## src/design/ooo_macros.svh

```systemverilog
`ifndef OOO_MACROS_SVH
`define OOO_MACROS_SVH

// Register file sizes
`define ARCH_REGS   8
`define PHYS_REGS   16

// Queue depths
`define ROB_DEPTH   8
`define IQ_DEPTH    4
`define INQ_DEPTH   4

// Starting credit count of the retire side
`define OUT_CREDITS 4

// Datapath widths
`define XLEN        32
`define IMM_W       16

`endif

```

## src/design/ooo_pkg.sv

```systemverilog
`default_nettype none

`include "ooo_macros.svh"

package ooo_pkg;

    typedef enum logic [2:0] {
        ALU_ADD  = 3'd0,
        ALU_SUB  = 3'd1,
        ALU_AND  = 3'd2,
        ALU_OR   = 3'd3,
        ALU_XOR  = 3'd4,
        ALU_ADDI = 3'd5
    } alu_op_e;

    typedef logic [$clog2(`ARCH_REGS)-1:0] arch_reg_t;
    typedef logic [$clog2(`PHYS_REGS)-1:0] phys_reg_t;
    typedef logic [$clog2(`ROB_DEPTH)-1:0] rob_id_t;

    // Pre-decoded op as it enters the instruction queue
    typedef struct packed {
        alu_op_e          op;
        arch_reg_t        rd;
        arch_reg_t        rs1;
        arch_reg_t        rs2;
        logic [`IMM_W-1:0] imm;
    } uop_t;

    // Renamed op held in the issue queue
    typedef struct packed {
        alu_op_e          op;
        phys_reg_t        prd;
        phys_reg_t        prs1;
        phys_reg_t        prs2;
        logic             rdy1;
        logic             rdy2;
        logic [`IMM_W-1:0] imm;
        rob_id_t          rob_id;
    } dispatch_t;

    typedef struct packed {
        arch_reg_t        rd;
        logic [`XLEN-1:0] value;
    } retire_t;

endpackage

`default_nettype wire

```

## src/design/cdb_if.sv

```systemverilog
`default_nettype none

`include "ooo_macros.svh"

interface cdb_if import ooo_pkg::*; ();

    logic             valid;
    rob_id_t          rob_id;
    phys_reg_t        prd;
    logic [`XLEN-1:0] value;

    // One ALU drives the bus, everyone else snoops it
    modport producer (output valid, output rob_id, output prd, output value);
    modport listener (input valid, input rob_id, input prd, input value);

endinterface

`default_nettype wire

```

## src/design/sync_fifo.sv

```systemverilog
`default_nettype none

module sync_fifo #(
    parameter type T     = logic,
    parameter int  DEPTH = 4
) (
    input  logic clk,
    input  logic rst,
    input  logic push,
    input  T     push_data,
    input  logic pop,
    output T     pop_data,
    output logic empty,
    output logic full
);

    localparam int AW = (DEPTH > 1) ? $clog2(DEPTH) : 1;
    localparam int CW = $clog2(DEPTH + 1);

    T               mem [DEPTH];
    logic [AW-1:0]  head;
    logic [AW-1:0]  tail;
    logic [CW-1:0]  count;

    // Head entry is visible without a read strobe
    assign pop_data = mem[head];
    assign empty    = (count == '0);
    assign full     = (count == CW'(DEPTH));

    always_ff @(posedge clk) begin
        if (rst) begin
            head  <= '0;
            tail  <= '0;
            count <= '0;
        end else begin
            if (push) begin
                tail <= (tail == AW'(DEPTH - 1)) ? '0 : tail + 1'b1;
            end
            if (pop) begin
                head <= (head == AW'(DEPTH - 1)) ? '0 : head + 1'b1;
            end
            count <= count + CW'(push) - CW'(pop);
        end
        if (push) begin
            mem[tail] <= push_data;
        end
    end

endmodule

`default_nettype wire

```

## src/design/rename_stage.sv

```systemverilog
`default_nettype none

`include "ooo_macros.svh"

module rename_stage import ooo_pkg::*; (
    input  logic      clk,
    input  logic      rst,
    input  logic      q_empty,
    input  uop_t      q_data,
    output logic      q_pop,
    input  logic      rob_full,
    input  rob_id_t   rob_next_id,
    input  logic      iq_full,
    output logic      disp_valid,
    output dispatch_t disp_data,
    output arch_reg_t disp_rd,
    output phys_reg_t disp_old_prd,
    input  logic      free_valid,
    input  phys_reg_t free_prd,
    cdb_if.listener   cdb
);

    localparam int FREE_INIT = `PHYS_REGS - `ARCH_REGS;
    localparam int FCW       = $clog2(`PHYS_REGS + 1);

    phys_reg_t              rat     [`ARCH_REGS];
    phys_reg_t              fl_mem  [`PHYS_REGS];
    phys_reg_t              fl_head;
    phys_reg_t              fl_tail;
    logic [FCW-1:0]         fl_count;
    logic [`PHYS_REGS-1:0]  ready;

    logic      needs_prd;
    logic      alloc;
    phys_reg_t new_prd;
    phys_reg_t prs1;
    phys_reg_t prs2;
    logic      rdy1;
    logic      rdy2;

    // x0 writes take no physical register
    assign needs_prd = (q_data.rd != '0);
    assign q_pop     = !q_empty && !rob_full && !iq_full &&
                       (!needs_prd || (fl_count != '0));
    assign alloc     = q_pop && needs_prd;
    assign new_prd   = needs_prd ? fl_mem[fl_head] : '0;

    assign prs1 = rat[q_data.rs1];
    assign prs2 = rat[q_data.rs2];

    // Catch a broadcast landing in the rename cycle itself
    assign rdy1 = ready[prs1] || (cdb.valid && (cdb.prd == prs1));
    assign rdy2 = (q_data.op == ALU_ADDI) || ready[prs2] ||
                  (cdb.valid && (cdb.prd == prs2));

    // RAT, free list and ready bits
    always_ff @(posedge clk) begin
        if (rst) begin
            for (int i = 0; i < `ARCH_REGS; i++) begin
                rat[i] <= phys_reg_t'(i);
            end
            for (int i = 0; i < FREE_INIT; i++) begin
                fl_mem[i] <= phys_reg_t'(`ARCH_REGS + i);
            end
            fl_head  <= '0;
            fl_tail  <= phys_reg_t'(FREE_INIT);
            fl_count <= FCW'(FREE_INIT);
            ready    <= '1;
        end else begin
            if (cdb.valid) begin
                ready[cdb.prd] <= 1'b1;
            end
            if (alloc) begin
                rat[q_data.rd] <= new_prd;
                ready[new_prd] <= 1'b0;
                // Pointers wrap on their own width
                fl_head        <= fl_head + 1'b1;
            end
            if (free_valid) begin
                fl_mem[fl_tail] <= free_prd;
                fl_tail         <= fl_tail + 1'b1;
            end
            fl_count <= fl_count + FCW'(free_valid) - FCW'(alloc);
        end
    end

    always_ff @(posedge clk) begin
        if (rst) begin
            disp_valid <= 1'b0;
        end else begin
            disp_valid <= q_pop;
        end
        if (q_pop) begin
            disp_data <= '{
                op:     q_data.op,
                prd:    new_prd,
                prs1:   prs1,
                prs2:   prs2,
                rdy1:   rdy1,
                rdy2:   rdy2,
                imm:    q_data.imm,
                rob_id: rob_next_id
            };
            disp_rd      <= q_data.rd;
            disp_old_prd <= rat[q_data.rd];
        end
    end

endmodule

`default_nettype wire

```

## src/design/issue_queue.sv

```systemverilog
`default_nettype none

`include "ooo_macros.svh"

module issue_queue import ooo_pkg::*; (
    input  logic      clk,
    input  logic      rst,
    input  logic      disp_valid,
    input  dispatch_t disp_data,
    output logic      full,
    cdb_if.listener   cdb,
    output logic      issue_valid,
    output dispatch_t issue_data
);

    localparam int CW = $clog2(`IQ_DEPTH + 1);
    localparam int IW = $clog2(`IQ_DEPTH);

    // Slot 0 holds the oldest entry, valid entries form a prefix
    dispatch_t     ent  [`IQ_DEPTH];
    dispatch_t     woke [`IQ_DEPTH];
    dispatch_t     nxt  [`IQ_DEPTH];
    logic [CW-1:0] count;
    logic [CW-1:0] keep;
    logic          sel_found;
    logic [IW-1:0] sel_idx;

    function automatic dispatch_t wake(dispatch_t e, logic v, phys_reg_t p);
        dispatch_t r;
        r = e;
        if (v && (e.prs1 == p)) begin
            r.rdy1 = 1'b1;
        end
        if (v && (e.prs2 == p)) begin
            r.rdy2 = 1'b1;
        end
        return r;
    endfunction

    // Counts the write still in flight from rename
    assign full = (count + CW'(disp_valid)) >= CW'(`IQ_DEPTH);

    // Oldest entry with both sources ready
    always_comb begin
        sel_found = 1'b0;
        sel_idx   = '0;
        for (int i = 0; i < `IQ_DEPTH; i++) begin
            if (!sel_found && (i < count) && ent[i].rdy1 && ent[i].rdy2) begin
                sel_found = 1'b1;
                sel_idx   = IW'(i);
            end
        end
    end

    // Wakeup, collapse over the issued slot, append at the end
    always_comb begin
        for (int i = 0; i < `IQ_DEPTH; i++) begin
            woke[i] = wake(ent[i], cdb.valid, cdb.prd);
        end
        for (int i = 0; i < `IQ_DEPTH - 1; i++) begin
            nxt[i] = (sel_found && (i >= sel_idx)) ? woke[i + 1] : woke[i];
        end
        nxt[`IQ_DEPTH - 1] = woke[`IQ_DEPTH - 1];
        keep = count - CW'(sel_found);
        if (disp_valid) begin
            nxt[keep[IW-1:0]] = wake(disp_data, cdb.valid, cdb.prd);
        end
    end

    always_ff @(posedge clk) begin
        if (rst) begin
            count       <= '0;
            issue_valid <= 1'b0;
        end else begin
            count       <= keep + CW'(disp_valid);
            issue_valid <= sel_found;
        end
        if (sel_found) begin
            issue_data <= ent[sel_idx];
        end
        ent <= nxt;
    end

endmodule

`default_nettype wire

```

## src/design/execute_unit.sv

```systemverilog
`default_nettype none

`include "ooo_macros.svh"

module execute_unit import ooo_pkg::*; (
    input  logic      clk,
    input  logic      rst,
    input  logic      issue_valid,
    input  dispatch_t issue_data,
    cdb_if.producer   cdb
);

    logic [`XLEN-1:0] prf [`PHYS_REGS];

    logic             s1_valid;
    alu_op_e          s1_op;
    phys_reg_t        s1_prd;
    rob_id_t          s1_rob_id;
    logic [`XLEN-1:0] s1_a;
    logic [`XLEN-1:0] s1_b;
    logic [`XLEN-1:0] alu_res;

    // Register file, written back from the CDB
    always_ff @(posedge clk) begin
        if (rst) begin
            for (int i = 0; i < `PHYS_REGS; i++) begin
                prf[i] <= '0;
            end
        end else if (cdb.valid) begin
            prf[cdb.prd] <= cdb.value;
        end
    end

    // Stage 1 operand read, ADDI takes the sign-extended immediate
    always_ff @(posedge clk) begin
        if (rst) begin
            s1_valid <= 1'b0;
        end else begin
            s1_valid <= issue_valid;
        end
        s1_op     <= issue_data.op;
        s1_prd    <= issue_data.prd;
        s1_rob_id <= issue_data.rob_id;
        s1_a      <= prf[issue_data.prs1];
        if (issue_data.op == ALU_ADDI) begin
            s1_b <= {{(`XLEN - `IMM_W){issue_data.imm[`IMM_W-1]}}, issue_data.imm};
        end else begin
            s1_b <= prf[issue_data.prs2];
        end
    end

    always_comb begin
        case (s1_op)
            ALU_ADD, ALU_ADDI: alu_res = s1_a + s1_b;
            ALU_SUB:           alu_res = s1_a - s1_b;
            ALU_AND:           alu_res = s1_a & s1_b;
            ALU_OR:            alu_res = s1_a | s1_b;
            ALU_XOR:           alu_res = s1_a ^ s1_b;
            default:           alu_res = '0;
        endcase
    end

    // Stage 2 broadcast, p0 belongs to x0 and stays zero
    always_ff @(posedge clk) begin
        if (rst) begin
            cdb.valid <= 1'b0;
        end else begin
            cdb.valid <= s1_valid;
        end
        cdb.rob_id <= s1_rob_id;
        cdb.prd    <= s1_prd;
        cdb.value  <= (s1_prd == '0) ? '0 : alu_res;
    end

endmodule

`default_nettype wire

```

## src/design/reorder_buffer.sv

```systemverilog
`default_nettype none

`include "ooo_macros.svh"

module reorder_buffer import ooo_pkg::*; (
    input  logic      clk,
    input  logic      rst,
    input  logic      disp_valid,
    input  dispatch_t disp_data,
    input  arch_reg_t disp_rd,
    input  phys_reg_t disp_old_prd,
    output logic      full,
    output rob_id_t   next_id,
    cdb_if.listener   cdb,
    input  logic      can_accept,
    output logic      commit_valid,
    output retire_t   commit_data,
    output logic      free_valid,
    output phys_reg_t free_prd
);

    localparam int CW = $clog2(`ROB_DEPTH + 1);

    arch_reg_t              rd_mem      [`ROB_DEPTH];
    phys_reg_t              old_prd_mem [`ROB_DEPTH];
    logic [`XLEN-1:0]       value_mem   [`ROB_DEPTH];
    logic [`ROB_DEPTH-1:0]  done;
    rob_id_t                head;
    rob_id_t                tail;
    logic [CW-1:0]          count;

    // Rename works one op ahead of the registered dispatch
    assign full    = (count + CW'(disp_valid)) >= CW'(`ROB_DEPTH);
    assign next_id = tail + rob_id_t'(disp_valid);

    assign commit_valid = (count != '0) && done[head] && can_accept;
    assign commit_data  = '{rd: rd_mem[head], value: value_mem[head]};

    // Release the mapping that this op replaced, p0 is never recycled
    assign free_prd   = old_prd_mem[head];
    assign free_valid = commit_valid && (free_prd != '0);

    always_ff @(posedge clk) begin
        if (rst) begin
            head  <= '0;
            tail  <= '0;
            count <= '0;
            done  <= '0;
        end else begin
            if (disp_valid) begin
                tail                    <= tail + 1'b1;
                done[disp_data.rob_id]  <= 1'b0;
            end
            if (cdb.valid) begin
                done[cdb.rob_id] <= 1'b1;
            end
            if (commit_valid) begin
                head <= head + 1'b1;
            end
            count <= count + CW'(disp_valid) - CW'(commit_valid);
        end
        if (disp_valid) begin
            rd_mem[disp_data.rob_id]      <= disp_rd;
            old_prd_mem[disp_data.rob_id] <= disp_old_prd;
        end
        if (cdb.valid) begin
            value_mem[cdb.rob_id] <= cdb.value;
        end
    end

endmodule

`default_nettype wire

```

## src/design/retire_port.sv

```systemverilog
`default_nettype none

`include "ooo_macros.svh"

module retire_port import ooo_pkg::*; (
    input  logic    clk,
    input  logic    rst,
    input  logic    commit_valid,
    input  retire_t commit_data,
    output logic    can_accept,
    output logic    retire_valid,
    output retire_t retire_data,
    input  logic    out_credit
);

    localparam int CW = $clog2(`OUT_CREDITS + 1);

    logic          buf_empty;
    logic          buf_full;
    logic [CW-1:0] credit_cnt;

    sync_fifo #(
        .T     (retire_t),
        .DEPTH (`OUT_CREDITS)
    ) retire_buf (
        .clk       (clk),
        .rst       (rst),
        .push      (commit_valid),
        .push_data (commit_data),
        .pop       (retire_valid),
        .pop_data  (retire_data),
        .empty     (buf_empty),
        .full      (buf_full)
    );

    assign can_accept = !buf_full;

    // One record per cycle while the sink has room
    assign retire_valid = !buf_empty && (credit_cnt != '0);

    always_ff @(posedge clk) begin
        if (rst) begin
            credit_cnt <= CW'(`OUT_CREDITS);
        end else begin
            credit_cnt <= credit_cnt - CW'(retire_valid) + CW'(out_credit);
        end
    end

endmodule

`default_nettype wire

```

## src/design/ooo_core_top.sv

```systemverilog
`default_nettype none

`include "ooo_macros.svh"

module ooo_core_top import ooo_pkg::*; (
    input  logic    clk,
    input  logic    rst,
    input  logic    in_valid,
    input  uop_t    in_uop,
    output logic    in_credit,
    output logic    retire_valid,
    output retire_t retire_data,
    input  logic    out_credit
);

    logic      q_empty;
    uop_t      q_data;
    logic      rob_full;
    rob_id_t   rob_next_id;
    logic      iq_full;
    logic      disp_valid;
    dispatch_t disp_data;
    arch_reg_t disp_rd;
    phys_reg_t disp_old_prd;
    logic      free_valid;
    phys_reg_t free_prd;
    logic      issue_valid;
    dispatch_t issue_data;
    logic      can_accept;
    logic      commit_valid;
    retire_t   commit_data;

    cdb_if cdb ();

    // Each pop from the queue hands one credit back to the source
    sync_fifo #(
        .T     (uop_t),
        .DEPTH (`INQ_DEPTH)
    ) inst_queue (
        .clk       (clk),
        .rst       (rst),
        .push      (in_valid),
        .push_data (in_uop),
        .pop       (in_credit),
        .pop_data  (q_data),
        .empty     (q_empty),
        .full      ()
    );

    rename_stage rename_inst (
        .clk          (clk),
        .rst          (rst),
        .q_empty      (q_empty),
        .q_data       (q_data),
        .q_pop        (in_credit),
        .rob_full     (rob_full),
        .rob_next_id  (rob_next_id),
        .iq_full      (iq_full),
        .disp_valid   (disp_valid),
        .disp_data    (disp_data),
        .disp_rd      (disp_rd),
        .disp_old_prd (disp_old_prd),
        .free_valid   (free_valid),
        .free_prd     (free_prd),
        .cdb          (cdb.listener)
    );

    issue_queue iq_inst (
        .clk         (clk),
        .rst         (rst),
        .disp_valid  (disp_valid),
        .disp_data   (disp_data),
        .full        (iq_full),
        .cdb         (cdb.listener),
        .issue_valid (issue_valid),
        .issue_data  (issue_data)
    );

    execute_unit exec_inst (
        .clk         (clk),
        .rst         (rst),
        .issue_valid (issue_valid),
        .issue_data  (issue_data),
        .cdb         (cdb.producer)
    );

    reorder_buffer rob_inst (
        .clk          (clk),
        .rst          (rst),
        .disp_valid   (disp_valid),
        .disp_data    (disp_data),
        .disp_rd      (disp_rd),
        .disp_old_prd (disp_old_prd),
        .full         (rob_full),
        .next_id      (rob_next_id),
        .cdb          (cdb.listener),
        .can_accept   (can_accept),
        .commit_valid (commit_valid),
        .commit_data  (commit_data),
        .free_valid   (free_valid),
        .free_prd     (free_prd)
    );

    retire_port retire_inst (
        .clk          (clk),
        .rst          (rst),
        .commit_valid (commit_valid),
        .commit_data  (commit_data),
        .can_accept   (can_accept),
        .retire_valid (retire_valid),
        .retire_data  (retire_data),
        .out_credit   (out_credit)
    );

endmodule

`default_nettype wire

```

## config.mk

```make
export PLATFORM = sky130hd
export DESIGN_NAME = ooo_core_top
export DESIGN_NICKNAME = d
export VERILOG_FILES = /design/src/design/ooo_pkg.sv /design/src/design/cdb_if.sv /design/src/design/sync_fifo.sv /design/src/design/rename_stage.sv /design/src/design/issue_queue.sv /design/src/design/execute_unit.sv /design/src/design/reorder_buffer.sv /design/src/design/retire_port.sv /design/src/design/ooo_core_top.sv
export VERILOG_INCLUDE_DIRS = /design/src /design/src/design
export SDC_FILE = /design/constraint.sdc
export NUM_CORES = 2
export LEC_CHECK = 0
export BUFFER_PORTS_ARGS = -buffer_cell sky130_fd_sc_hd__buf_2
export CAP_MARGIN = 0
export CORE_UTILIZATION = 34
export DETAILED_ROUTE_END_ITERATION = 7
export PLACE_DENSITY = 0.46
export SYNTH_ARGS = -nofsm -noshare
export SYNTH_HDL_FRONTEND = slang
export SYNTH_HIERARCHICAL = 1
export SYNTH_SLANG_ARGS = --single-unit
```

## constraint.sdc

```tcl
create_clock -name clk -period 4.48 [get_ports clk]
set_input_delay 0.448 -clock clk [delete_from_list [all_inputs] [get_ports clk]]
set_output_delay 0.448 -clock clk [all_outputs]
set_load 0.05 [all_outputs]
```

Word-level counts from Yosys, hierarchy flattened:

Memory sizes are Yosys's and may differ from the RTL's. A register that Yosys moved wholly into a read port is not among the register bits.
Cells that the tools add are included.

* eq/ne operators: 24
* reductions and logical operators: 65
* magnitude comparators: 23
* shift operators: 0
* $add $sub $neg: 24
* $mul: 0
* multiplexer cells: 96
* bitwise operators: 11
* div/mod/pow operators: 0

Operators by type and width (number)
* two-way mux 36 bit: 6
* one-hot mux 32 bit (5 select lines): 1
* bitwise mux 144 bit: 1
* two-way mux 144 bit: 1
* binary-select mux 36 bit (select 2 bit): 1
* demux 36 bit (select 2 bit): 1
* two-way mux 32 bit: 2
* equality test 4 bit: 12
* two-way mux 16 bit: 3
* two-way mux 1 bit: 45
* logical AND 1 bit: 39
* adder 32 bit: 1
* AND 32 bit: 1
* two-way mux 4 bit: 8
* OR 32 bit: 1
* OR reduction 32 bit: 1
* subtractor 32 bit: 1
* bitwise XOR 32 bit: 1
* two-way mux 8 bit: 3
* two-way mux 3 bit: 7
* less-than comparator 4 x 5 -> 1 bit, second input constant: 4
* two-way mux 2 bit: 10
* adder 3 x 1 -> 3 bit: 6
* AND 16 bit: 1
* other kinds (41): 86

* bits in registers: 369
* output and inout port bits: 37
* ROM bits: 0
* memories kept: 8
* bits in latches: 0
* logic and storage cells: 325
* memory bits (writable): 1172
* bits of input ports: 32

Memory list
* exec_inst.prf: depth 16, bits a word 32, read ports 2, clocked after memory_dff 2, wr ports 16, line execute_unit.sv:13 `` logic [`XLEN-1:0] prf [`PHYS_REGS]; ``
* rob_inst.value_mem: depth 8, bits a word 32, read ports 1, clocked after memory_dff 1, wr ports 1, line reorder_buffer.sv:26 `` logic [`XLEN-1:0] value_mem [`ROB_DEPTH]; ``
* retire_inst.retire_buf.mem: depth 4, bits a word 35, read ports 1, clocked after memory_dff 1, wr ports 1, line sync_fifo.sv:20 `T mem [DEPTH];`
* inst_queue.mem: depth 4, bits a word 28, read ports 1, clocked after memory_dff 1, wr ports 1, line sync_fifo.sv:20
* rename_inst.fl_mem: depth 16, bits a word 4, read ports 1, clocked after memory_dff 1, wr ports 8, line rename_stage.sv:27 `` phys_reg_t fl_mem [`PHYS_REGS]; ``
* rename_inst.rat: depth 8, bits a word 4, read ports 3, clocked after memory_dff 1, wr ports 8, line rename_stage.sv:26 `` phys_reg_t rat [`ARCH_REGS]; ``
* 2 more memories

Depth between registers and ports, before layout:

* depth after elaboration: 27
* gate-level depth with buffers: 17
* mapped depth without buffers: 16

Cells and area by module:

The synthesis kept the hierarchy.

Modules (own cells, without submodules)
* execute_unit: sequential area each 17677.0 um^2, instances 1, cells an instance 2334, area an instance 33537.2 um^2
* reorder_buffer: sequential area each 9789.4 um^2, instances 1, cells an instance 579, area an instance 12753.5 um^2
* issue_queue: sequential area each 4384.2 um^2, instances 1, cells an instance 879, area an instance 8301.7 um^2
* rename_stage: sequential area each 4854.7 um^2, instances 1, cells an instance 630, area an instance 8264.2 um^2
* sync_fifo at retire_inst.retire_buf: sequential area each 4384.2 um^2, instances 1, cells an instance 225, area an instance 5550.3 um^2
* sync_fifo at inst_queue: sequential area each 3543.4 um^2, instances 1, cells an instance 189, area an instance 4544.4 um^2
* retire_port: sequential area each 60.1 um^2, instances 1, cells an instance 16, area an instance 167.7 um^2

Worst setup path before layout:

OpenSTA, ideal clock, no wires.

* path type: reg2reg
* start: register iq_inst.count[2]
* end: register with a tool-made name
* arrival time: 4.479 ns
* period minus slack after synthesis: 4.904 ns
* data required time: 4.055 ns
* cell stages (with the launch flop): 12
* path buffers: 3
* setup time: 0.425 ns
* path slack: -0.424 ns
* cell sequence: dfxtp_1 buf_2 o311ai_4 nand2_1 buf_2 a21oi_4 buf_4 nand2_1 ha_1 ha_1 nand2b_1 nor2_1

RTL lines
* start: declaration: line issue_queue.sv:23 `logic [CW-1:0] count;`
* start signal: assignment: line issue_queue.sv:75 `count <= keep + CW'(disp_valid);`

Final worst setup path:

* start: register exec_inst.s1_b[5]
* end: register exec_inst.cdb.value[30]

* cells in the longest elaborated chain, start to end: 2
* elaborated cells between the ends (all ways): 3
* classes of those cells: add/sub (2); mux (1)

RTL lines
* start: declaration: line execute_unit.sv:20 `` logic [`XLEN-1:0] s1_b; ``
* start signal: assignment: line execute_unit.sv:46 `` s1_b <= {{(`XLEN - `IMM_W){issue_data.imm[`IMM_W-1]}}, issue_data.imm}; ``
* start signal: assignment: line execute_unit.sv:48 `s1_b <= prf[issue_data.prs2];`
* subtractor 32 bit / adder 32 bit (equally long branches): line execute_unit.sv:55, execute_unit.sv:54
* one-hot mux 32 bit (5 select lines) *: line execute_unit.sv:53 `case (s1_op)`
* end signal: assignment: line execute_unit.sv:72 `cdb.value <= (s1_prd == '0) ? '0 : alu_res;`
* end: declaration: line cdb_if.sv:13 `modport producer (output valid, output rob_id, output prd, output value);`

Every way passes the cells marked *; elsewhere a longest branch is shown, timed or not.
A chain may end at the register's enable or synchronous reset.

==> results.cfg <==
[outcome]
outcome = finished, final reports clean

[die]
row_count = 169
die_y_um = 465
die_area_um2 = 217000
start_util_pct = 34.3
pin_count = 69
core-area_um2 = 213000
die_x_um = 465

[timing]
fmax_mhz = 243
fin_skew_ns = 0.0422
slew_headroom_pct = 20.4
rsz0062_at_grt = false
finalSetupViolations = 0
slew_violations = 0
tightest_slew_ns = 1.19
hold_violations = 0
final.min_clock_period_ns = 4.12
fin_crit_sh_pct = 92.0
finalSetupTns_ns = 0

[min_path]
hold_path_class = in2reg
hold_end = retire_inst/retire_buf/count[1]
whs_path_depth = 2
hold_path.startpoint = rst

[worst_setup_path]
r2r_end = exec_inst/cdb.value[30]
worstPathRequired_ns = 5.15
r2r-start = exec_inst/s1_b[5]
crit_type = reg2reg
cp-end-kind = flop
reg2reg_slack_ns = 0.36
reg2reg_depth = 14
arrival_ns = 4.79
cp_max_fo = 8
startpoint_type = flop

[clock_tree]
root_buffer = clkbuf_16
cts_tree = done
cts_sinks = 1588
cts_buffers = 173
h-tree-depth = 4
clkSlewWorstSetupHoldPaths_ns = 0.06
cts_setup_buffers = 0
cts_max_path_buffers = 3
clock_latency_ns = 0.82

[global_route]
track_usage_pct = 19.0
grt-ovfl-total = 0
antenna_found_initial = 14
grt_pass1_wl_um = 300000
grt_pass1_vias = 43114
grt_max_degree = 73

[detailed_routing]
drc = 0
ant_nets = 0
drtPass1Iterations = 5
wl_per_cell_um = 26.1
vias = 41645
first_iter_violations = 3640
viasPerCell = 5.27
drt-total-wl_um = 207000

[final_layout]
final_area_um2 = 82900
drive_gt1_share_pct = 21.5
syn_to_final_growth_pct = 13.6
final_cells = 7908
fin_util_pct = 39.0
nNetsFinal = 5103

[placement]
place_area_um2 = 77000
io_buffer_count = 68
globalplace.congestion = 0.814
dp_hpwl_um = 125000
place_inst = 7548

[power]
peakVddDrop_mv = 0.471
leakage_uw = 0.0288
p_per_area_nw_per_um2 = 651

[synth]
ys_warn_count = 6
syn_area_um2 = 73000
synth_cells = 4846
synth.avg_cell_area_um2 = 15.1

[run]
drv_cap = 0
==> worst max path at each step <==
stage	from	end	slack [ns]
after floorplan	iq_inst/count[2]	flop	0.18
after global placement	exec_inst/s1_b[5]	exec_inst/cdb.value[30]	0.40
after detailed placement	exec_inst/s1_b[5]	exec_inst/cdb.value[30]	0.35
after CTS	flop	in_credit	0.17
after global routing	exec_inst/s1_b[5]	exec_inst/cdb.value[29]	0.09
final	exec_inst/s1_b[5]	exec_inst/cdb.value[30]	0.36
==> per-stage QoR <==
step / hold slack [ns] / power, uW / worst slack, ns
after global routing: 0.0798 / 56900 / 0.0864
after CTS: 0.0582 / 54700 / 0.168
final: 0.105 / 54000 / 0.360
after detailed placement: 0.318 / 40300 / 0.347
after floorplan: 0.310 / 33700 / 0.180
after global placement: 0.313 / 40200 / 0.396
==> layout make-up <==
class	instances	area [um^2]
Inverter	153	576
Clock buffer	244	4760
Timing Repair Buffer	231	1950
Clock inverter	81	863
Sequential cell	1588	44600
Fill cell	19703	130000
Tap cell	2821	3530
Antenna cell	5	12.5
Multi-Input combinational cell	2785	26600
==> layout by cell type, fill, tap and decap left out, types with 23 or more instances in the layout <==
| master | count |
|---|---|
| nor2_1 | 195 |
| inv_1 | 150 |
| or2_2 | 37 |
| buf_4 | 109 |
| buf_12 | 24 |
| clkbuf_1 | 56 |
| a31oi_1 | 85 |
| xnor2_1 | 70 |
| mux2i_1 | 134 |
| o21ai_0 | 88 |
| a21oi_1 | 115 |
| xor2_1 | 49 |
| nor3_1 | 31 |
| mux2_2 | 69 |
| nand2b_1 | 23 |
| mux4_2 | 458 |
| nand2_1 | 308 |
| clkinv_1 | 27 |
| clkinv_2 | 25 |
| dfxtp_1 | 299 |
| buf_2 | 67 |
| dlygate4sd3_1 | 30 |
| mux4_1 | 27 |
| and2_1 | 529 |
| o22ai_1 | 28 |
| clkbuf_16 | 174 |
| nand3_1 | 28 |
| ha_1 | 134 |
| a22oi_1 | 68 |
| edfxtp_1 | 1283 |
==> what timing repair did <==
action | in CTS | in global routing
hold buffers | 30 | 0
setup endpoints to repair | 0 | 2
endpoints found under the hold margin | 115 | 0
resized for setup | 0 | 2
==> sequential cells by signal, summed over array words and instances, names as in the netlist, 5 cells and up, named ones only <==
signal                      count
exec_inst/cdb.value            32
exec_inst/prf                 512
exec_inst/s1_a                 32
exec_inst/s1_b                 32
inst_queue/mem                112
iq_inst/ent                   110
iq_inst/issue_data             34
rename_inst/disp_data          36
rename_inst/fl_count            5
rename_inst/fl_mem             64
rename_inst/rat                32
rename_inst/ready              16
retire_inst/retire_buf/mem    140
rob_inst/done                   8
rob_inst/old_prd_mem           32
rob_inst/rd_mem                24
rob_inst/value_mem            256
==> critical path, stage by stage, from the launching register on <==
cell and delay (ns):
dfxtp_1 0.34, or4_4 0.60, nor3_4 0.21, nand3_2 0.17, nor4_4 0.43, a31oi_1 0.16
xnor2_1 0.15, ha_1 0.41, nand4_1 0.22, nor4_1 0.33, o211ai_1 0.23, and4_1 0.24
a211o_1 0.28, xor2_1 0.14, o22ai_1 0.08
==> where the power goes <==
part / internal (uW) / switching, uW / total, uW
Sequential: 18600 / 2750 / 21300
Combinational: 7700 / 10800 / 18500
Clock: 8100 / 6060 / 14200
Total: 34400 / 19600 / 54000
==> routing by layer <==
metal  wire (um)  track usage, %  vias to the layer above
met5           7               0                        -
met4        4500            4.65                        2
met3       10600            2.98                      252
met2       99300            31.3                     1118
met1       92500            26.1                    21623
li1            -               -                    18650
(Power assumes the default switching activity.)
